### src/rtl/div_macros.svh
`ifndef DIV_MACROS_SVH
`define DIV_MACROS_SVH

// Operand, quotient and remainder width
`define DIV_WIDTH       32

// One compare-subtract-shift stage per quotient bit
`define DIV_STAGES      `DIV_WIDTH

`define DIV_ADDR_WIDTH  8
`define DIV_PC_WIDTH    32
`define DIV_OP_WIDTH    4

`endif

### src/rtl/div_pkg.sv
`include "div_macros.svh"

package div_pkg;

    typedef logic [`DIV_WIDTH-1:0]      data_t;
    typedef logic [`DIV_ADDR_WIDTH-1:0] addr_t;  // Physical destination register
    typedef logic [`DIV_PC_WIDTH-1:0]   pc_t;

    // Only two codes are legal on the issue port
    typedef enum logic [`DIV_OP_WIDTH-1:0] {
        OP_QUOTIENT  = 4'd1,
        OP_REMAINDER = 4'd2
    } div_op_e;

endpackage

### src/rtl/div_array.sv
`timescale 1ns/10ps
`include "div_macros.svh"

module div_array (
    input  logic           clk,
    input  div_pkg::data_t dividend,
    input  div_pkg::data_t divisor,
    output div_pkg::data_t quotient,
    output div_pkg::data_t remainder
);
    import div_pkg::*;

    localparam int W = `DIV_WIDTH;

    // Upper half is the partial remainder. The lower half holds the dividend bits
    // not yet consumed, with the quotient bits filling in from the bottom
    logic [2*W-1:0] rem_q [0:`DIV_STAGES];
    logic [2*W-1:0] rem_d [1:`DIV_STAGES];
    data_t          div_q [0:`DIV_STAGES-1];

    genvar i;
    generate
        for (i = 0; i < `DIV_STAGES; i++) begin : g_stage
            logic [W:0] trial;  // Shifted partial remainder including its carry bit
            data_t      diff;
            logic       fits;

            // The shifted remainder can reach 2*divisor-1 and so needs the extra bit
            assign trial = rem_q[i][2*W-1:W-1];
            assign fits  = trial >= {1'b0, div_q[i]};

            // When the divisor fits the difference is below the divisor, so the
            // low W bits of the subtraction are the full answer
            assign diff  = trial[W-1:0] - div_q[i];

            assign rem_d[i+1] = fits ? {diff, rem_q[i][W-2:0], 1'b1}
                                     : {rem_q[i][2*W-2:0], 1'b0};
        end
    endgenerate

    // Stage 0 only captures the operands; stages 1 to DIV_STAGES each retire
    // one quotient bit
    always_ff @(posedge clk) begin
        rem_q[0] <= {{W{1'b0}}, dividend};
        div_q[0] <= divisor;

        for (int s = 1; s <= `DIV_STAGES; s++) begin
            rem_q[s] <= rem_d[s];
        end

        for (int s = 1; s < `DIV_STAGES; s++) begin
            div_q[s] <= div_q[s-1];  // Last stage reads div_q[DIV_STAGES-1]
        end
    end

    // A zero divisor always fits, which leaves all ones in the quotient and the
    // dividend in the remainder
    assign quotient  = rem_q[`DIV_STAGES][W-1:0];
    assign remainder = rem_q[`DIV_STAGES][2*W-1:W];

endmodule

### config.mk
export PLATFORM = sky130hd
export DESIGN_NAME = div_array
export DESIGN_NICKNAME = d
export VERILOG_FILES = /design/src/rtl/div_pkg.sv /design/src/rtl/div_array.sv
export VERILOG_INCLUDE_DIRS = /design/src /design/src/rtl
export SDC_FILE = /design/constraint.sdc
export NUM_CORES = 2
export LEC_CHECK = 0
export BUFFER_PORTS_ARGS = -buffer_cell sky130_fd_sc_hd__buf_2
export CORE_ASPECT_RATIO = 0.8
export CORE_MARGIN = 2
export CORE_UTILIZATION = 55
export DETAILED_ROUTE_END_ITERATION = 7
export PLACE_DENSITY = 0.79
export SLEW_MARGIN = 25
export SYNTH_ARGS = -nofsm -noshare
export SYNTH_HDL_FRONTEND = slang
export SYNTH_SLANG_ARGS = --single-unit
### constraint.sdc
create_clock -name clk -period 5.4 [get_ports clk]
set_clock_uncertainty 0.1 [all_clocks]
set_input_delay 0.81 -clock clk [delete_from_list [all_inputs] [get_ports clk]]
set_output_delay 0.81 -clock clk [all_outputs]
set_load 0.01 [all_outputs]
==> results.json <==
{
  "pwr-share-seq_pct": 39.7,
  "yosys-top-cells-count": "dfxtp_1, inv_1, a21oi_1, ha_1, nand2_1",
  "die_x_um": 540,
  "wl_per_cell_um": 17.1,
  "firstDrtPassIters": 7,
  "ioPinCount": 129,
  "power_frac_comb_pct": 28.2,
  "synth_nets": 13900,
  "yosys.area_share.simple_pct": 9.68,
  "internal_power_mw": 47.3,
  "die_area_um2": 233000,
  "grt_pass1_wl_mm": 441,
  "rows": 157,
  "p_sw_mw": 21.1,
  "avgSynthCellArea_um2": 9.83,
  "yosysTopAreaCellShare_pct": 49.2,
  "crit_fanout": 30,
  "design_area_um2": 141000,
  "min_period_ps": 4320,
  "insertion_delay_ps": 870,
  "synthMuxAreaShare_pct": 4.11,
  "synthTopCellsByArea": "dfxtp_1, ha_1, a21oi_1, inv_1, xnor2_1",
  "track_usage_pct": 23.1,
  "path_class": "reg2reg",
  "core_um2": 229000,
  "synth_fa_ha_area_share_pct": 10.3,
  "min_from": "rem_q[0][1371]",
  "cts.sinks": 3104,
  "antenna_found_initial": 6,
  "switching_share_pct": 30.8,
  "crit_buf_inv": 2,
  "powerDensity_nw_per_um2": 484,
  "crit_top_cell": "o21ai_1",
  "r2r_slack_ps": 1080,
  "finalHoldViolations": 0,
  "synthXorXnorAreaFrac_pct": 5.78,
  "crit_chain": "inv_1, ha_1, nor2b_1, o21ai_0, a21boi_0, o2111ai_1, a21boi_1, o22a_1, o21ai_1, o21ai_1, nand2_1, o41ai_4, buf_4, mux2i_1",
  "htree_levels": 5,
  "place.gp.congestion": 0.951,
  "clock_power_share_pct": 32.1,
  "r2r_start": "div_q[0][257]",
  "die_y_um": 433,
  "worstPathRequired_ps": 6010,
  "setup_violations": 0,
  "via_count": 89600,
  "crit_arrival_ps": 4930,
  "postPlaceCellArea_um2": 130000,
  "synth_compound_area_share_pct": 16.1,
  "portBuffers": 128,
  "netlist_instances": 12900,
  "power_mw": 68.3,
  "cts_inserted_buffers": 305,
  "max_cap_viol_count": 0,
  "via_per_inst": 5.47,
  "period_share_pct": 80.0,
  "start_util_pct": 55.2,
  "wirelength_mm": 279,
  "hpwl_mm": 208,
  "grt_max_degree": 66,
  "reg2reg_depth": 14,
  "cts_resized": 0,
  "synth_top_family_by_area": "compound AO/OA/AOI/OAI gates",
  "rsz0062_at_grt": "no",
  "path_clk_slew_ps": 60,
  "drive_gt1_share_pct": 8.92,
  "ys.flop_type": "dfxtp_1",
  "crit_family": "compound AO/OA/AOI/OAI gates",
  "power_leakage_nw": 66.1,
  "synth_seq_cells": 3104,
  "synth_area_um2": 126000,
  "outcome": "completed",
  "grt_pass1_vias": 84400,
  "cts_root_buffer": "clkbuf_16",
  "overflow": 0,
  "rr_endpoint": "rem_q[0][608]",
  "holdCritPathClass": "reg2reg",
  "drc": 0,
  "hold_ws_ps": 203,
  "ys_types": 101,
  "antenna_left": 0,
  "slew_headroom_pct": 34.8,
  "endpoint_kind": "flip-flop",
  "whs_endpoint": "rem_q[0][1436]",
  "startpoint_type": "flip-flop",
  "slowest_stage": "buf_4",
  "syn_to_final_growth_pct": 11.8,
  "yosys.area.top_type": "dfxtp_1",
  "setup_tns_ps": 0,
  "nNetsFinal": 14200,
  "vdd_ir_drop_max_mv": 0.311,
  "async_reset_ff_share_pct": 0,
  "yosysSeqAreaShare_pct": 49.2,
  "max_clock_freq_mhz": 232,
  "tightest_slew_ps": 974,
  "drv_slew": 0,
  "ys.warnings.count": 0,
  "synth.most_common_cell": "dfxtp_1",
  "hold_depth": 0,
  "cpPeakStageDelay_ps": 470,
  "cts_tree": "yes",
  "drtIter0Drc": 7760,
  "clockBufferDepth": 4,
  "synth-edff-count": 0
}
[layer usage]
metal | part of all wire [%] | wire length (µm) | up-vias | global-route usage, %
met5 | 0.0075 | 21 | - | 0
met4 | 3.0 | 8430 | 4 | 7.32
met1 | 45 | 127000 | 41500 | 31.5
met2 | 45 | 125000 | 2751 | 37.4
met3 | 6.7 | 18800 | 569 | 3.67
li1 | - | - | 44700 | -
[worst max-delay path by stage]
stage	from	endpoint	slack, ps	cells after the start
after floorplan	div_q[1][458]	rem_q[0][2020]	2010	15
after global placement	div_q[0][257]	rem_q[0][608]	1250	14
after detailed placement	div_q[0][257]	rem_q[0][608]	1250	14
after CTS	div_q[0][257]	rem_q[0][608]	1230	14
after global routing	div_q[0][257]	rem_q[0][608]	810	14
final	div_q[0][257]	rem_q[0][608]	1080	14
[metrics by stage]
step	std cells	utilization, %	setup WS (ps)
after floorplan	12900	-	2010
after global placement	15700	56.9	1250
after detailed placement	15700	56.9	1250
after CTS	16400	61.7	1230
after global routing	16400	61.7	813
final	16400	61.7	1080
[logic make-up (layout without fill, tap and decap cells)]
group,after synthesis,count (layout)
xor gates and xnor gates,833,833
adders and majority gates,1025,1025
DFF,3104,3104
muxes,457,457
AOI/OAI and AO/OA,3252,3252
other,0,3
buffers and inverters,1571,2054
and+or+nand+nor,2611,2611
[sequential cells by signal, indices dropped and copies added, names as in the netlist]
signal / count
rem_q: 2080
div_q: 1024
[layout by cell type (no fill, tap or decap), drive strengths merged, types with 42 or more instances in the layout]
cell type,instances
mux2,415
o211ai,50
o31ai,50
a21oi,1025
o21a,121
nand3,196
o21ai,802
xnor2,506
buf,173
o21bai,133
dfxtp,3104
clkbuf,402
clkinv,64
nand2,891
nor2,686
a31oi,115
nor2b,134
a211oi,85
inv,1290
a21boi,55
xor2,327
dlygate4sd3,64
nand4,153
mux2i,42
nor3,90
nor4,46
a21o,515
ha,994
nand2b,139
and3,86
[power groups by stage]
stage          clock [mW]  combinational, mW  sequential, mW
6_report             21.9               19.3            27.1
5_1_grt              23.4               21.3            27.4
4_1_cts              22.4               18.9            27.2
3_5_place_dp            0               18.6            27.6
3_3_place_gp            0               18.3            27.6
2_1_floorplan           0               15.1            27.0
[area by class of cell]
type	count	area, µm²
Fill cell	18500	87500
Sequential cell	3104	62100
Multi-Input combinational cell	8178	58400
Clock buffer	402	8570
Inverter	1272	4770
Tap cell	3021	3780
Clock inverter	143	1870
Timing Repair Buffer	237	1640
Antenna cell	3	7.51
[worst reg2reg max path, delay by kind of cell, from the launching register on]
family / cells / cell delay, ps
adders and majority gates: 1 / 290
buffers and inverters: 2 / 540
muxes: 1 / 490
AOI/OAI and AO/OA: 8 / 2080
DFF: 1 / 440
and+or+nand+nor: 2 / 280
[repair_timing]
| item | in CTS | in global routing |
|---|---|---|
| endpoints found under the hold margin | 64 | 0 |
| hold buffers | 64 | 0 |
| setup buffers | 0 | 0 |
Note: power is estimated with default switching activity, not from simulation.
