<file path="src/rtl/div_macros.svh">
`ifndef DIV_MACROS_SVH
`define DIV_MACROS_SVH

// Operand, quotient and remainder width
`define DIV_WIDTH       32

// One compare-subtract-shift stage per quotient bit
`define DIV_STAGES      `DIV_WIDTH

`define DIV_ADDR_WIDTH  8
`define DIV_PC_WIDTH    32
`define DIV_OP_WIDTH    4

`endif

</file>
<file path="src/rtl/div_pkg.sv">
`include "div_macros.svh"

package div_pkg;

    typedef logic [`DIV_WIDTH-1:0]      data_t;
    typedef logic [`DIV_ADDR_WIDTH-1:0] addr_t;  // Physical destination register
    typedef logic [`DIV_PC_WIDTH-1:0]   pc_t;

    // Only two codes are legal on the issue port
    typedef enum logic [`DIV_OP_WIDTH-1:0] {
        OP_QUOTIENT  = 4'd1,
        OP_REMAINDER = 4'd2
    } div_op_e;

endpackage

</file>
<file path="src/rtl/div_tag_if.sv">
`timescale 1ns/10ps

// Bookkeeping that travels alongside one division

interface div_tag_if;
    import div_pkg::*;

    logic    valid;  // Qualifies the other three fields
    addr_t   addr;
    pc_t     pc;
    div_op_e op;

    modport source (
        output valid,
        output addr,
        output pc,
        output op
    );

    modport sink (
        input valid,
        input addr,
        input pc,
        input op
    );
endinterface

</file>
<file path="src/rtl/div_tag_pipe.sv">
`timescale 1ns/10ps
`include "div_macros.svh"

module div_tag_pipe (
    input logic       clk,
    input logic       reset,
    div_tag_if.sink   tag_in,
    div_tag_if.source tag_out
);
    import div_pkg::*;

    // Same register count as the array, so entry DIV_STAGES pairs with its result
    logic    valid_q [0:`DIV_STAGES];
    addr_t   addr_q  [0:`DIV_STAGES];
    pc_t     pc_q    [0:`DIV_STAGES];
    div_op_e op_q    [0:`DIV_STAGES];

    always_ff @(posedge clk) begin
        if (reset) begin
            for (int s = 0; s <= `DIV_STAGES; s++) begin
                valid_q[s] <= 1'b0;
            end
        end else begin
            valid_q[0] <= tag_in.valid;
            for (int s = 1; s <= `DIV_STAGES; s++) begin
                valid_q[s] <= valid_q[s-1];
            end
        end
    end

    // Tags shift every cycle whether or not the slot is valid
    always_ff @(posedge clk) begin
        addr_q[0] <= tag_in.addr;
        pc_q[0]   <= tag_in.pc;
        op_q[0]   <= tag_in.op;
        for (int s = 1; s <= `DIV_STAGES; s++) begin
            addr_q[s] <= addr_q[s-1];
            pc_q[s]   <= pc_q[s-1];
            op_q[s]   <= op_q[s-1];
        end
    end

    assign tag_out.valid = valid_q[`DIV_STAGES];
    assign tag_out.addr  = addr_q[`DIV_STAGES];
    assign tag_out.pc    = pc_q[`DIV_STAGES];
    assign tag_out.op    = op_q[`DIV_STAGES];

    // Once reset has flushed the chain, an X here means the issue side drove one
    a_valid_known: assert property (@(posedge clk) disable iff (reset)
        !$isunknown(tag_out.valid))
        else $error("div_tag_pipe: valid at the pipe output is unknown");

endmodule

</file>
<file path="src/flat_wrapper.sv">
// flat-port wrapper written by rule: the top's interface ports become plain ports
module div_tag_pipe_flat import div_pkg::*;
  (clk, reset, tag_in_valid, tag_in_addr, tag_in_pc, tag_in_op, tag_out_valid, tag_out_addr, tag_out_pc, tag_out_op);
  div_tag_if tag_in_i ();
  div_tag_if tag_out_i ();
  input logic clk;
  input logic reset;
  input wire logic [$bits(tag_in_i.valid)-1:0] tag_in_valid;
  input wire logic [$bits(tag_in_i.addr)-1:0] tag_in_addr;
  input wire logic [$bits(tag_in_i.pc)-1:0] tag_in_pc;
  input wire logic [$bits(tag_in_i.op)-1:0] tag_in_op;
  output wire logic [$bits(tag_out_i.valid)-1:0] tag_out_valid;
  output wire logic [$bits(tag_out_i.addr)-1:0] tag_out_addr;
  output wire logic [$bits(tag_out_i.pc)-1:0] tag_out_pc;
  output wire logic [$bits(tag_out_i.op)-1:0] tag_out_op;
  assign tag_in_i.valid = tag_in_valid;
  assign tag_in_i.addr = tag_in_addr;
  assign tag_in_i.pc = tag_in_pc;
  assign tag_in_i.op = tag_in_op;
  assign tag_out_valid = tag_out_i.valid;
  assign tag_out_addr = tag_out_i.addr;
  assign tag_out_pc = tag_out_i.pc;
  assign tag_out_op = tag_out_i.op;
  div_tag_pipe u_core (.clk(clk), .reset(reset), .tag_in(tag_in_i), .tag_out(tag_out_i));
endmodule
</file>
<file path="config.mk">
export PLATFORM = sky130hd
export DESIGN_NAME = div_tag_pipe_flat
export DESIGN_NICKNAME = d
export VERILOG_FILES = /design/src/rtl/div_pkg.sv /design/src/rtl/div_tag_if.sv /design/src/rtl/div_tag_pipe.sv /design/src/flat_wrapper.sv
export VERILOG_INCLUDE_DIRS = /design/src /design/src/rtl
export SDC_FILE = /design/constraint.sdc
export NUM_CORES = 1
export LEC_CHECK = 0
export BUFFER_PORTS_ARGS = -buffer_cell sky130_fd_sc_hd__buf_2
export CORE_ASPECT_RATIO = 1.4
export CORE_MARGIN = 1.5
export CORE_UTILIZATION = 40
export DETAILED_ROUTE_END_ITERATION = 10
export PLACE_DENSITY_LB_ADDON = 0.1
export SLEW_MARGIN = 40
export SYNTH_ARGS = -nofsm -noshare
export SYNTH_HDL_FRONTEND = slang
export SYNTH_SLANG_ARGS = --single-unit
export TNS_END_PERCENT = 30
</file>
<file path="constraint.sdc">
create_clock -name clk -period 1.5 [get_ports clk]
set_clock_uncertainty 0.15 [all_clocks]
set_input_delay 0.3 -clock clk [delete_from_list [all_inputs] [get_ports clk]]
set_output_delay 0.3 -clock clk [all_outputs]
set_load 0.005 [all_outputs]
</file>
==> results.json <==
{
  "cp.required_ps": 1050,
  "synth_area_sq_um": 30000,
  "die_h_microns": 327,
  "rr_worst_depth": 1,
  "worst_pin_slew_ps": 327,
  "wl_per_cell_microns": 7.94,
  "tritoncts": "done",
  "synth_cells": 1529,
  "critPathTopFamily": "flip-flops",
  "track_usage_pct": 6.53,
  "grt_max_degree": 34,
  "path_class": "flip-flop to primary output",
  "yosysTopAreaCellShare_pct": 99.0,
  "synth_top_cell_by_area": "dfxtp_1",
  "die_w_microns": 235,
  "ant_nets": 0,
  "fin_cells": 2840,
  "placed_cells": 2569,
  "cp.buffers_inverters": 1,
  "cpMaxStageDelayCell": "dfxtp_4",
  "leakage_nw": 15.2,
  "synth-warning-count": 0,
  "p_seq_share_pct": 56.7,
  "arrival_ps": 1150,
  "cp_cell_sequence": "buf_6",
  "place_congestion": 0.607,
  "clkPwrFrac_pct": 43.0,
  "synth_cell_types": 3,
  "final_core_util_pct": 49.1,
  "first_pass_iters": 9,
  "synthTopCellsByArea": "dfxtp_1 99%, nor2b_1 0.69%, buf_4 0.28%",
  "period_share_pct": 107,
  "period_needed_ps": 1600,
  "layout_commonest_cell": "dfxtp_1",
  "rsz0062_at_grt": "true",
  "ys_ff_latch": 1485,
  "num_rows": 118,
  "cts_buffers": 132,
  "worstSetupEndpointType": "primary output",
  "relSlewSlack_pct": 78.2,
  "htree_levels": 4,
  "peakVddDrop_mv": 0.885,
  "vias": 9867,
  "internal-power_mw": 60.3,
  "cts-root-buf": "clkbuf_16",
  "met2_usage_pct": 9.49,
  "finalInstanceArea_sq_um": 36400,
  "core_sq_um": 74100,
  "slew_viol_final": 0,
  "max_stage_delay_ps": 360,
  "fin_nets": 1837,
  "diodes": 0,
  "mappedNetlistNets": 1576,
  "postCtsSetupBuffers": 0,
  "top_usage_layer": "met2",
  "avgSynthCellArea_sq_um": 19.6,
  "final_cell_mix": "1476 x dfxtp_1, 138 x clkbuf_16, 82 x buf_2",
  "dp_hpwl_microns": 8860,
  "area_growth_pct": 21.2,
  "clockBufferDepth": 3,
  "hp-class": "input port to flip-flop",
  "violations": "DRC, setup timing",
  "fin_ws_ps": -99.5,
  "met3_usage_pct": 3.70,
  "placed_cell_area_sq_um": 31600,
  "grt_pass1_vias": 9410,
  "dieArea_sq_um": 76700,
  "drc_errors": 4,
  "start_util_pct": 40.5,
  "ios": 92,
  "p_sw_share_pct": 18.4,
  "grt_pass1_wl_microns": 40200,
  "max_cap_viol_count": 0,
  "drt_wl_total_microns": 22600,
  "comb_power_share_pct": 0.3,
  "final-hold-violation-count": 0,
  "antenna_found_initial": 0,
  "max_freq_ghz": 0.625,
  "cts.clk_slew.worst_paths_ps": 60,
  "drt_iter0_markers": 391,
  "grtUsageMet1_pct": 6.73,
  "crit_cells": 1,
  "clk_latency_ps": 690,
  "drive_gt1_share_pct": 16.0,
  "numClockSinks": 1485,
  "power.density_nw_per_um2": 2030,
  "cp-start-kind": "flip-flop",
  "status": "finished with violations",
  "port_buffers": 91,
  "routed_via_density": 3.47,
  "grt_overflow_total": 0,
  "path_max_fanout": 1,
  "hold_path_depth": 2,
  "ys_seq_area_share_pct": 99.0,
  "power.switching_mw": 13.6,
  "setup_violations": 45
}
-- final timing paths --
kind                                                       start                         endpoint  slack [ps]
worst max register to register   u_core.valid_q[0][6]$_SDFF_PP0_  u_core.valid_q[0][7]$_SDFF_PP0_         790
worst min-delay path                                tag_in_pc[7]        u_core.pc_q[0][7]$_DFF_P_          90
worst max-delay path            u_core.valid_q[0][32]$_SDFF_PP0_                    tag_out_valid        -100
worst min register to register       u_core.pc_q[6][106]$_DFF_P_       u_core.pc_q[7][10]$_DFF_P_         160
-- power by group through the flow --
stage	Sequential [mW]	Clock, mW	Combinational (mW)
detailed placement	42.8	0	0.138
floorplan	42.7	0	0.0333
finish	41.9	31.8	0.242
global route	42.1	35.0	0.270
global placement	42.7	0	0.134
CTS	41.9	33.2	0.231
-- through the flow --
| step | setup TNS (ps) | setup slack [ps] | power, mW | hold WS, ps |
|---|---|---|---|---|
| final | -1680 | -99.5 | 73.9 | 93.7 |
| after global routing | -6030 | -186 | 77.3 | 16.1 |
| after CTS | -5490 | -185 | 75.4 | 5.77 |
| after detailed placement | 0 | 351 | 42.9 | 162 |
| after global placement | 0 | 437 | 42.8 | 160 |
| after floorplan | 0 | 657 | 42.7 | 160 |
-- cell usage after synthesis (all sizes together) --
cell   number
nor2b      33
dfxtp    1485
buf        11
-- sequential cells by signal, summed over array words and instances, names as in the netlist --
signal,count
u_core.op_q,132
u_core.valid_q,33
u_core.addr_q,264
u_core.pc_q,1056
-- cell families (layout without fill, tap and decap cells) --
family | Yosys count | in the layout | synth area share [%]
DFF | 1485 | 1485 | 99.0
buffers and inverters | 11 | 362 | 0.275
and+or+nand+nor | 33 | 33 | 0.688
-- metal layers --
metal / vias to the layer above / wire [microns]
li1: 5235 / -
met1: 4313 / 9330
met2: 228 / 10300
met3: 91 / 1830
met4: 0 / 1120
met5: - / 0
-- cell type report --
| cell class | count | area, sq um |
|---|---|---|
| flip-flops and latches | 1485 | 29700 |
| clock buffers | 184 | 3850 |
| clock inverters | 40 | 403 |
| fillers | 6098 | 37700 |
| well taps | 960 | 1200 |
| multi-input cells | 33 | 206 |
| repair buffers | 138 | 978 |
-- what timing repair did --
action,4_1_cts,5_1_grt
hold buffers,47,0
setup endpoints to repair,45,46
hold endpoints to repair,77,0
gates resized for setup,3,16
No activity file was read; power rests on OpenSTA's default activity.
