[src/rtl/div_macros.svh]
`ifndef DIV_MACROS_SVH
`define DIV_MACROS_SVH

// Operand, quotient and remainder width
`define DIV_WIDTH       32

// One compare-subtract-shift stage per quotient bit
`define DIV_STAGES      `DIV_WIDTH

`define DIV_ADDR_WIDTH  8
`define DIV_PC_WIDTH    32
`define DIV_OP_WIDTH    4

`endif

[src/rtl/div_pkg.sv]
`include "div_macros.svh"

package div_pkg;

    typedef logic [`DIV_WIDTH-1:0]      data_t;
    typedef logic [`DIV_ADDR_WIDTH-1:0] addr_t;  // Physical destination register
    typedef logic [`DIV_PC_WIDTH-1:0]   pc_t;

    // Only two codes are legal on the issue port
    typedef enum logic [`DIV_OP_WIDTH-1:0] {
        OP_QUOTIENT  = 4'd1,
        OP_REMAINDER = 4'd2
    } div_op_e;

endpackage

[src/rtl/div_tag_if.sv]
`timescale 1ns/10ps

// Bookkeeping that travels alongside one division

interface div_tag_if;
    import div_pkg::*;

    logic    valid;  // Qualifies the other three fields
    addr_t   addr;
    pc_t     pc;
    div_op_e op;

    modport source (
        output valid,
        output addr,
        output pc,
        output op
    );

    modport sink (
        input valid,
        input addr,
        input pc,
        input op
    );
endinterface

[src/rtl/div_result_sel.sv]
`timescale 1ns/10ps

module div_result_sel (
    input  logic           clk,
    input  logic           reset,
    div_tag_if.sink        tag,
    input  div_pkg::data_t quotient,
    input  div_pkg::data_t remainder,
    output logic           out_valid,
    output div_pkg::data_t result,
    output div_pkg::addr_t phys_addr_out,
    output div_pkg::pc_t   pc_out
);
    import div_pkg::*;

    logic  want_quotient;
    data_t result_d;

    assign want_quotient = (tag.op == OP_QUOTIENT);
    assign result_d      = want_quotient ? quotient : remainder;

    always_ff @(posedge clk) begin
        if (reset) begin
            out_valid <= 1'b0;
        end else begin
            out_valid <= tag.valid;  // One pulse per retired operation
        end
    end

    always_ff @(posedge clk) begin
        result        <= result_d;
        phys_addr_out <= tag.addr;
        pc_out        <= tag.pc;
    end

    // The opcode was sampled 33 cycles earlier at the top-level issue port
    a_op_legal: assert property (@(posedge clk) disable iff (reset)
        tag.valid |-> (tag.op inside {OP_QUOTIENT, OP_REMAINDER}))
        else $error("div_result_sel: illegal opcode %0h on a valid slot", tag.op);

endmodule

[src/flat_wrapper.sv]
// flat-port wrapper written by rule: the top's interface ports become plain ports
module div_result_sel_flat import div_pkg::*;
  (clk, reset, quotient, remainder, out_valid, result, phys_addr_out, pc_out, tag_valid, tag_addr, tag_pc, tag_op);
  div_tag_if tag_i ();
  input  logic clk;
  input  logic reset;
  input  div_pkg::data_t quotient;
  input  div_pkg::data_t remainder;
  output logic out_valid;
  output div_pkg::data_t result;
  output div_pkg::addr_t phys_addr_out;
  output div_pkg::pc_t pc_out;
  input wire logic [$bits(tag_i.valid)-1:0] tag_valid;
  input wire logic [$bits(tag_i.addr)-1:0] tag_addr;
  input wire logic [$bits(tag_i.pc)-1:0] tag_pc;
  input wire logic [$bits(tag_i.op)-1:0] tag_op;
  assign tag_i.valid = tag_valid;
  assign tag_i.addr = tag_addr;
  assign tag_i.pc = tag_pc;
  assign tag_i.op = tag_op;
  div_result_sel u_core (.clk(clk), .reset(reset), .tag(tag_i), .quotient(quotient), .remainder(remainder), .out_valid(out_valid), .result(result), .phys_addr_out(phys_addr_out), .pc_out(pc_out));
endmodule
[config.mk]
export PLATFORM = sky130hd
export DESIGN_NAME = div_result_sel_flat
export DESIGN_NICKNAME = d
export VERILOG_FILES = /design/src/rtl/div_pkg.sv /design/src/rtl/div_tag_if.sv /design/src/rtl/div_result_sel.sv /design/src/flat_wrapper.sv
export VERILOG_INCLUDE_DIRS = /design/src /design/src/rtl
export SDC_FILE = /design/constraint.sdc
export NUM_CORES = 1
export LEC_CHECK = 0
export BUFFER_PORTS_ARGS = -buffer_cell sky130_fd_sc_hd__buf_2
export CORE_UTILIZATION = 38
export DETAILED_ROUTE_END_ITERATION = 10
export PLACE_DENSITY = 0.84
export SYNTH_ARGS = -nofsm -noshare
export SYNTH_HDL_FRONTEND = slang
export SYNTH_SLANG_ARGS = --single-unit
export TNS_END_PERCENT = 50
[constraint.sdc]
create_clock -name clk -period 2 [get_ports clk]
set_input_delay 0.3 -clock clk [delete_from_list [all_inputs] [get_ports clk]]
set_output_delay 0.3 -clock clk [all_outputs]
set_load 0.02 [all_outputs]
==> results_dict.tcl, run 1 <==
set metrics [dict create \
    cts_buffer_depth 2 \
    placedInstanceArea_sq_um 2870 \
    fin_tns_setup_ns 0 \
    synth_cell_types 6 \
    cts_buffers 9 \
    avgRoutedWirePerCell_microns 12.3 \
    start_util_pct 39.7 \
    fin_nets 414 \
    wl_met2_microns 2660 \
    ios 184 \
    synthCells 110 \
    die_area_sq_um 5250 \
    ctsRootBufferMaster "clkbuf_8" \
    drt_iter0_drc 8 \
    layout-drive-gt1-share_pct 75.2 \
    maxCapViolCount 0 \
    rsz0062_at_grt "no" \
    detail-route-antenna-nets 0 \
    num_vias 1514 \
    ir_drop_mv 0.495 \
    setup_viol 0 \
    clock_sink_count 73 \
    max_stage_delay_ns 0.37 \
    grt_max_degree 17 \
    max_slew_margin_pct 86.1 \
    via_per_inst 4.05 \
    dp.final_hpwl_microns 3840 \
    dieHeight_microns 72.4 \
    crit_type "input port to flop" \
    critPathMaxFanout 16 \
    worst_slew_pin_slew_ns 0.208 \
    synth_warnings 0 \
    p_per_area_nw_per_um2 969 \
    routed_wl_microns 4620 \
    path_cells "buf_2 -> nor4b_4 -> buf_4 -> mux2_2" \
    grt_first_pass_wirelength_microns 6580 \
    syn_area_per_cell_sq_um 17.1 \
    drc 0 \
    status "finished, final reports clean" \
    fillCellCount 427 \
    ys_ff_latch 73 \
    wl_met1_microns 1370 \
    slowest_stage "mux2_2" \
    cts_tree "built" \
    antenna_found_initial 0 \
    multiInputGateArea_sq_um 390 \
    synth_fp_nets 221 \
    grt_pass1_vias 1565 \
    leakage_nw 1.56 \
    min_period_ns 1.14 \
    syn-cell-area_sq_um 1890 \
    first_pass_iters 3 \
    ys_seq_area_share_pct 77.5 \
    cp-startpoint "tag_op[3]" \
    rows 25 \
    hold_violations 0 \
    area_growth_pct 61.8 \
    gr-total-overflow 0 \
    die_w_microns 72.4 \
    dr_wl_met3_microns 553 \
    gp_congestion 0.761 \
    arrival_ns 1.33 \
    ctsHoldBuffers 0 \
    htree_levels 3 \
    min_from "tag_pc[3]" \
    top_layer_used "met4" \
    worstPathRequired_ns 2.20 \
    grt_usage_pct 17.0 \
    fmax_ghz 0.881 \
    final_area_sq_um 3050 \
    slew_viol_final 0 \
    cts_resized 0 \
    worstSetupEndpointType "flop" \
    min_path_type "input port to flop" \
    path_clk_slew_ns 0.07 \
    cts_setup_buffers 0 \
    fin_crit_sh_pct 56.8 \
    num_antenna_cells 0 \
    port_buffers 183 \
    start_kind "input port" \
    seqCellArea_sq_um 1460 \
    core_area_sq_um 4750 \
]
[final cells by class]
| class | instances | share of cell area (%) |
|---|---|---|
| clock buffer | 9 | 4.06 |
| multi-input combinational | 34 | 12.8 |
| sequential | 73 | 47.9 |
| timing repair buffer | 185 | 30.5 |
| tap | 67 | 2.75 |
| clock inverter | 6 | 1.97 |
[where the power goes]
part | switching, W | internal [W]
combinational | 0.000186 | 0.000168
sequential | 0.0000197 | 0.00154
clock | 0.000479 | 0.000562
total | 0.000685 | 0.00227
[Yosys cell counts]
cell	count	area share, %
buf_6	3	1.8
mux2_1	2	1.2
mux2_2	30	18
nor4b_4	1	1.3
nor2b_1	1	0.33
dfxtp_1	73	78
[flip-flops by register name, summed over array words and instances (netlist names)]
signal and count:
u_core.out_valid 1, u_core.result 32, u_core.phys_addr_out 8, u_core.pc_out 32
[metal layers]
metal / GRT usage (%) / vias to the layer above
met1: 14.1 / 661
met4: 7.84 / 0
met2: 34.2 / 102
li1: - / 749
met5: 0 / -
met3: 7.08 / 2
[cells in the final DEF, fill, tap and decap left out]
master      netlist  layout
mux2_2           30      30
dfxtp_1          73      73
buf_2             0     183
clkinvlp_4        0       2
bufinv_16         0       1
clkbuf_8          0       9
mux2_1            2       2
nor4b_4           1       1
clkinv_2          0       3
buf_4             0       2
nor2b_1           1       1
[worst max-delay path: cells and delay by family]
family	cells	cell delay, ns
simple gates	1	0.28
buf+inv	2	0.38
mux	1	0.37
[kinds of logic after synthesis]
| kind of cell | count (synthesis) | synth area share, % |
|---|---|---|
| DFF | 73 | 77.5 |
| muxes | 32 | 19.1 |
| buffers and inverters | 3 | 1.79 |
| and+or+nand+nor | 2 | 1.59 |
[worst paths after layout]
kind / depth (start not counted) / end / slack, ns
worst max-delay path: 4 / u_core.result[23]$_DFF_P_ / 0.86
worst min-delay path: 1 / u_core.pc_out[3]$_DFF_P_ / 0.08
[through the flow]
stage / setup WS, ns / std cells / util, % / total power [W] / hold WS [ns]
after detailed placement: 0.532 / 359 / 60.3 / 0.00195 / 0.404
after global routing: 0.819 / 374 / 64.2 / 0.00308 / 0.0533
after CTS: 0.857 / 374 / 64.2 / 0.00299 / 0.0595
final: 0.865 / 374 / 64.2 / 0.00295 / 0.0773
after floorplan: 0.657 / 110 / - / 0.00176 / 0.328
after global placement: 0.558 / 359 / 60.3 / 0.00194 / 0.403
(Power assumes the default switching activity.)
==> inputs of run 2 (changes only) <==
--- a/config.mk
+++ b/config.mk
@@ -7,9 +7,9 @@
 export NUM_CORES = 1
 export LEC_CHECK = 0
 export BUFFER_PORTS_ARGS = -buffer_cell sky130_fd_sc_hd__buf_2
-export CORE_UTILIZATION = 38
+export CORE_UTILIZATION = 32
 export DETAILED_ROUTE_END_ITERATION = 10
-export PLACE_DENSITY = 0.84
+export PLACE_DENSITY = 0.75
 export SYNTH_ARGS = -nofsm -noshare
 export SYNTH_HDL_FRONTEND = slang
 export SYNTH_SLANG_ARGS = --single-unit
==> constraint.sdc (replaced) <==
create_clock -name clk -period 1 [get_ports clk]
set_input_delay 0.15 -clock clk [delete_from_list [all_inputs] [get_ports clk]]
set_output_delay 0.15 -clock clk [all_outputs]
set_load 0.02 [all_outputs]
==> results_dict.tcl, run 2 (synthesis results as in run 1) <==
set metrics [dict create \
    fmax_ghz 0.970 \
    rsz0062_at_grt "yes" \
    cp-startpoint "u_core.pc_out[15]$_DFF_P_" \
    cp-endpoint "pc_out[15]" \
    worst_slew_pin_slew_ns 0.245 \
    die_w_microns 78.8 \
    gr-total-overflow 0 \
    cp_num_cells 1 \
    dp.final_hpwl_microns 3760 \
    cts_tree "built" \
    ctsRootBufferMaster "clkbuf_8" \
    layout-drive-gt1-share_pct 69.5 \
    fin_tns_setup_ns -0.0309 \
    max_slew_margin_pct 83.6 \
    grt_usage_pct 18.5 \
    crit_family "flip-flops" \
    worst_slack_ns -0.0309 \
    min_period_ns 1.03 \
    violations "setup timing" \
    antenna_found_initial 1 \
    post-route-util_pct 65.1 \
    slowest_stage "dfxtp_1" \
    start_util_pct 33.6 \
    fin_cells 424 \
    start_kind "flop" \
    cts_buffers 9 \
    path_clk_slew_ns 0.09 \
    final_common_cell "buf_2" \
    gp_congestion 0.690 \
    placedInstanceArea_sq_um 2880 \
    slew_viol_final 0 \
    reg_top3 "u_core.pc_out (32), u_core.result (32), u_core.phys_addr_out (8)" \
    worstSetupEndpointType "output pin" \
    first_pass_iters 4 \
    min_path_type "input port to flop" \
    pre_cts_slack_ns -0.338 \
    final_area_sq_um 3650 \
    grt_max_degree 16 \
    fin_nets 457 \
    worstPathRequired_ns 0.85 \
    routed_wl_microns 6370 \
    ir_drop_mv 0.922 \
    grt_first_pass_wirelength_microns 8320 \
    area_growth_pct 93.6 \
    ios 184 \
    arrival_ns 0.88 \
    port_buffers 183 \
    detail-route-antenna-nets 0 \
    final_cell_mix "buf_2, dfxtp_1, dlygate4sd3_1" \
    crit_type "flop to output pin" \
    rows 27 \
    critPathMaxFanout 1 \
    grt_pass1_vias 1729 \
    drt_iter0_drc 32 \
    htree_levels 3 \
    fin_crit_sh_pct 103 \
    dieHeight_microns 78.8 \
    dpl.cell_count 365 \
    num_vias 1783 \
    critPathBufInv 1 \
    path_cells "buf_2" \
    clock_sink_count 73 \
    max_stage_delay_ns 0.36 \
    hold_violations 0 \
    avgRoutedWirePerCell_microns 15.0 \
    core_area_sq_um 5610 \
    die_area_sq_um 6200 \
    setup_viol 1 \
    whs_path_depth 2 \
    status "finished with violations" \
    via_per_inst 4.21 \
    maxCapViolCount 0 \
    cts_buffer_depth 2 \
    drc 0 \
    leakage_nw 1.80 \
    p_per_area_nw_per_um2 1750 \
]
[run 2: final cells by class]
cell class / count / area [sq um]
antenna: 1 / 2.50
clock buffer: 9 / 124
clock inverter: 7 / 76.3
fill: 395 / 1960
multi-input combinational: 34 / 390
sequential: 73 / 1480
tap: 72 / 90.1
timing repair buffer: 228 / 1490
[run 2: metrics by stage]
stage / power (W) / hold WS [ns]
after floorplan: 0.00351 / 0.178
after global placement: 0.00388 / 0.253
after detailed placement: 0.00390 / 0.254
after CTS: 0.00634 / 0.000349
after global routing: 0.00669 / 0.00727
final: 0.00639 / 0.0242
[run 2: routing by layer]
layer / global-route usage [%] / part of all wire, %
met1: 19.8 / 36
met2: 31.0 / 52
met3: 7.36 / 8.9
met4: 10.2 / 3.3
met5: 0 / 0
[run 2: what timing repair did]
item	CTS	global route
hold buffers	41	1
gates resized for setup	1	59
endpoints found under the setup margin	1	46
hold endpoints to repair	41	1
setup buffers	0	0
[run 2: report_power, final]
part           internal (W)  switching [W]
Sequential          0.00308      0.0000581
Clock               0.00117        0.00116
Combinational      0.000506       0.000415
Total               0.00476        0.00163
[run 2: worst min path at each step]
stage	from	end	slack (ns)
final	quotient[4]	u_core.result[4]$_DFF_P_	0.02
after global routing	quotient[4]	u_core.result[4]$_DFF_P_	0.007
after CTS	remainder[4]	u_core.result[4]$_DFF_P_	0.0003
after detailed placement	tag_pc[28]	u_core.pc_out[28]$_DFF_P_	0.25
after global placement	tag_pc[20]	u_core.pc_out[20]$_DFF_P_	0.25
after floorplan	tag_pc[0]	u_core.pc_out[0]$_DFF_P_	0.18
==> inputs of run 3 (changes only) <==
--- a/config.mk
+++ b/config.mk
@@ -7,6 +7,7 @@
 export NUM_CORES = 1
 export LEC_CHECK = 0
 export BUFFER_PORTS_ARGS = -buffer_cell sky130_fd_sc_hd__buf_2
+export CORE_MARGIN = 3
 export CORE_UTILIZATION = 32
 export DETAILED_ROUTE_END_ITERATION = 10
 export PLACE_DENSITY = 0.75
==> results_dict.tcl, run 3 (synthesis results as in run 1) <==
set metrics [dict create \
    worstPathRequired_ns 1.21 \
    p_per_area_nw_per_um2 1870 \
    whs_path_depth 2 \
    ios 184 \
    min_to "u_core.result[5]$_DFF_P_" \
    grt_first_pass_wirelength_microns 7710 \
    drt_iter0_drc 22 \
    fin_nets 456 \
    routed_wl_microns 5810 \
    fin_cells 422 \
    reg_top3 "u_core.pc_out (32), u_core.result (32), u_core.phys_addr_out (8)" \
    fin_tns_setup_ns 0 \
    grt_max_degree 19 \
    num_antenna_cells 0 \
    min_path_type "input port to flop" \
    clock_sink_count 73 \
    first_pass_iters 4 \
    core_area_sq_um 5610 \
    crit_type "input port to flop" \
    num_vias 1708 \
    worstSetupEndpointType "flop" \
    path_clk_slew_ns 0.07 \
    leakage_nw 1.79 \
    hold_violations 0 \
    worst_slew_pin_slew_ns 0.266 \
    min_from "remainder[5]" \
    arrival_ns 1.20 \
    dp.final_hpwl_microns 3870 \
    placedInstanceArea_sq_um 2870 \
    gp_congestion 0.688 \
    grt_usage_pct 15.7 \
    detail-route-antenna-nets 0 \
    dieHeight_microns 82.8 \
    grt_pass1_vias 1746 \
    area_growth_pct 91.4 \
    start_kind "input port" \
    maxCapViolCount 0 \
    rows 27 \
    cts_tree "built" \
    rsz0062_at_grt "yes" \
    setup_viol 0 \
    critPathMaxFanout 18 \
    ir_drop_mv 1.09 \
    fmax_ghz 1.01 \
    die_w_microns 82.8 \
    ctsRootBufferMaster "clkbuf_8" \
    port_buffers 183 \
    whs_ns 0.0264 \
    via_per_inst 4.05 \
    cts_buffer_depth 2 \
    min_period_ns 0.986 \
    final_area_sq_um 3610 \
    avgRoutedWirePerCell_microns 13.8 \
    gr-total-overflow 0 \
    dpl.cell_count 364 \
    final_common_cell "buf_2" \
    slew_viol_final 0 \
    drc 0 \
    layout-drive-gt1-share_pct 66.3 \
    fin_crit_sh_pct 98.6 \
    htree_levels 3 \
    die_area_sq_um 6850 \
    status "finished, final reports clean" \
    final_cell_mix "buf_2, dfxtp_1, dlygate4sd3_1" \
    max_slew_margin_pct 82.2 \
    antenna_found_initial 0 \
    cts_buffers 9 \
    start_util_pct 33.6 \
]
==> run 3: cell types whose count changed in the layout (fill, tap and decap cells not counted), sizes merged <==
| cell | change |
|---|---|
| bufinv | +2 |
| clkinvlp | -1 |
| clkbuf | +2 |
| diode | -1 |
| inv | -3 |
| buf | -1 |
==> run 3: final cells by class <==
type	count	area (sq um)
Multi-Input combinational cell	34	390
Clock inverter	5	103
Timing Repair Buffer	227	1420
Fill cell	451	2000
Tap cell	72	90.1
Sequential cell	73	1460
Clock buffer	11	141
==> run 3: per-layer routing <==
layer	GRT usage, %	part of all wire, %	wire, microns
met5	0	0	0
met4	8.33	2.5	143
met3	8.46	11	647
met2	28.7	54	3120
met1	13.5	33	1900
==> run 3: what timing repair did <==
| action | CTS | global route |
|---|---|---|
| resized for setup | 0 | 28 |
| hold endpoints to repair | 41 | 1 |
| hold buffers | 41 | 1 |
| setup endpoints to repair | 0 | 43 |
| setup buffers | 0 | 0 |
==> run 3: report_power, final <==
part	internal [W]	switching, W	leakage, nW
registers	0.00308	0.0000433	0.616
logic	0.000477	0.000405	1.06
clock network	0.00172	0.00101	0.120
total	0.00528	0.00145	1.79
==> run 3: metrics by stage <==
| step | worst slack, ns | util, % | power, W |
|---|---|---|---|
| finish | 0.0142 | 64.4 | 0.00673 |
| global route | -0.00214 | 64.4 | 0.00703 |
| CTS | 0.00407 | 62.9 | 0.00678 |
| detailed placement | -0.342 | 51.2 | 0.00390 |
| global placement | -0.308 | 51.2 | 0.00388 |
| floorplan | -0.193 | - | 0.00351 |
==> run 3: how the worst max path moves through the flow <==
stage	from	to	slack [ns]
final	tag_op[3]	u_core.result[28]$_DFF_P_	0.01
after global routing	tag_op[3]	u_core.result[28]$_DFF_P_	-0.002
after CTS	u_core.phys_addr_out[2]$_DFF_P_	phys_addr_out[2]	0.004
after detailed placement	tag_op[3]	u_core.result[28]$_DFF_P_	-0.34
after global placement	tag_op[3]	u_core.result[23]$_DFF_P_	-0.31
after floorplan	tag_op[3]	u_core.result[10]$_DFF_P_	-0.19
==> run 3: critical path, cell delays in order <==
cell and delay, ns:
buf_2 0.11, nor4b_4 0.32, buf_6 0.24, mux2_2 0.36
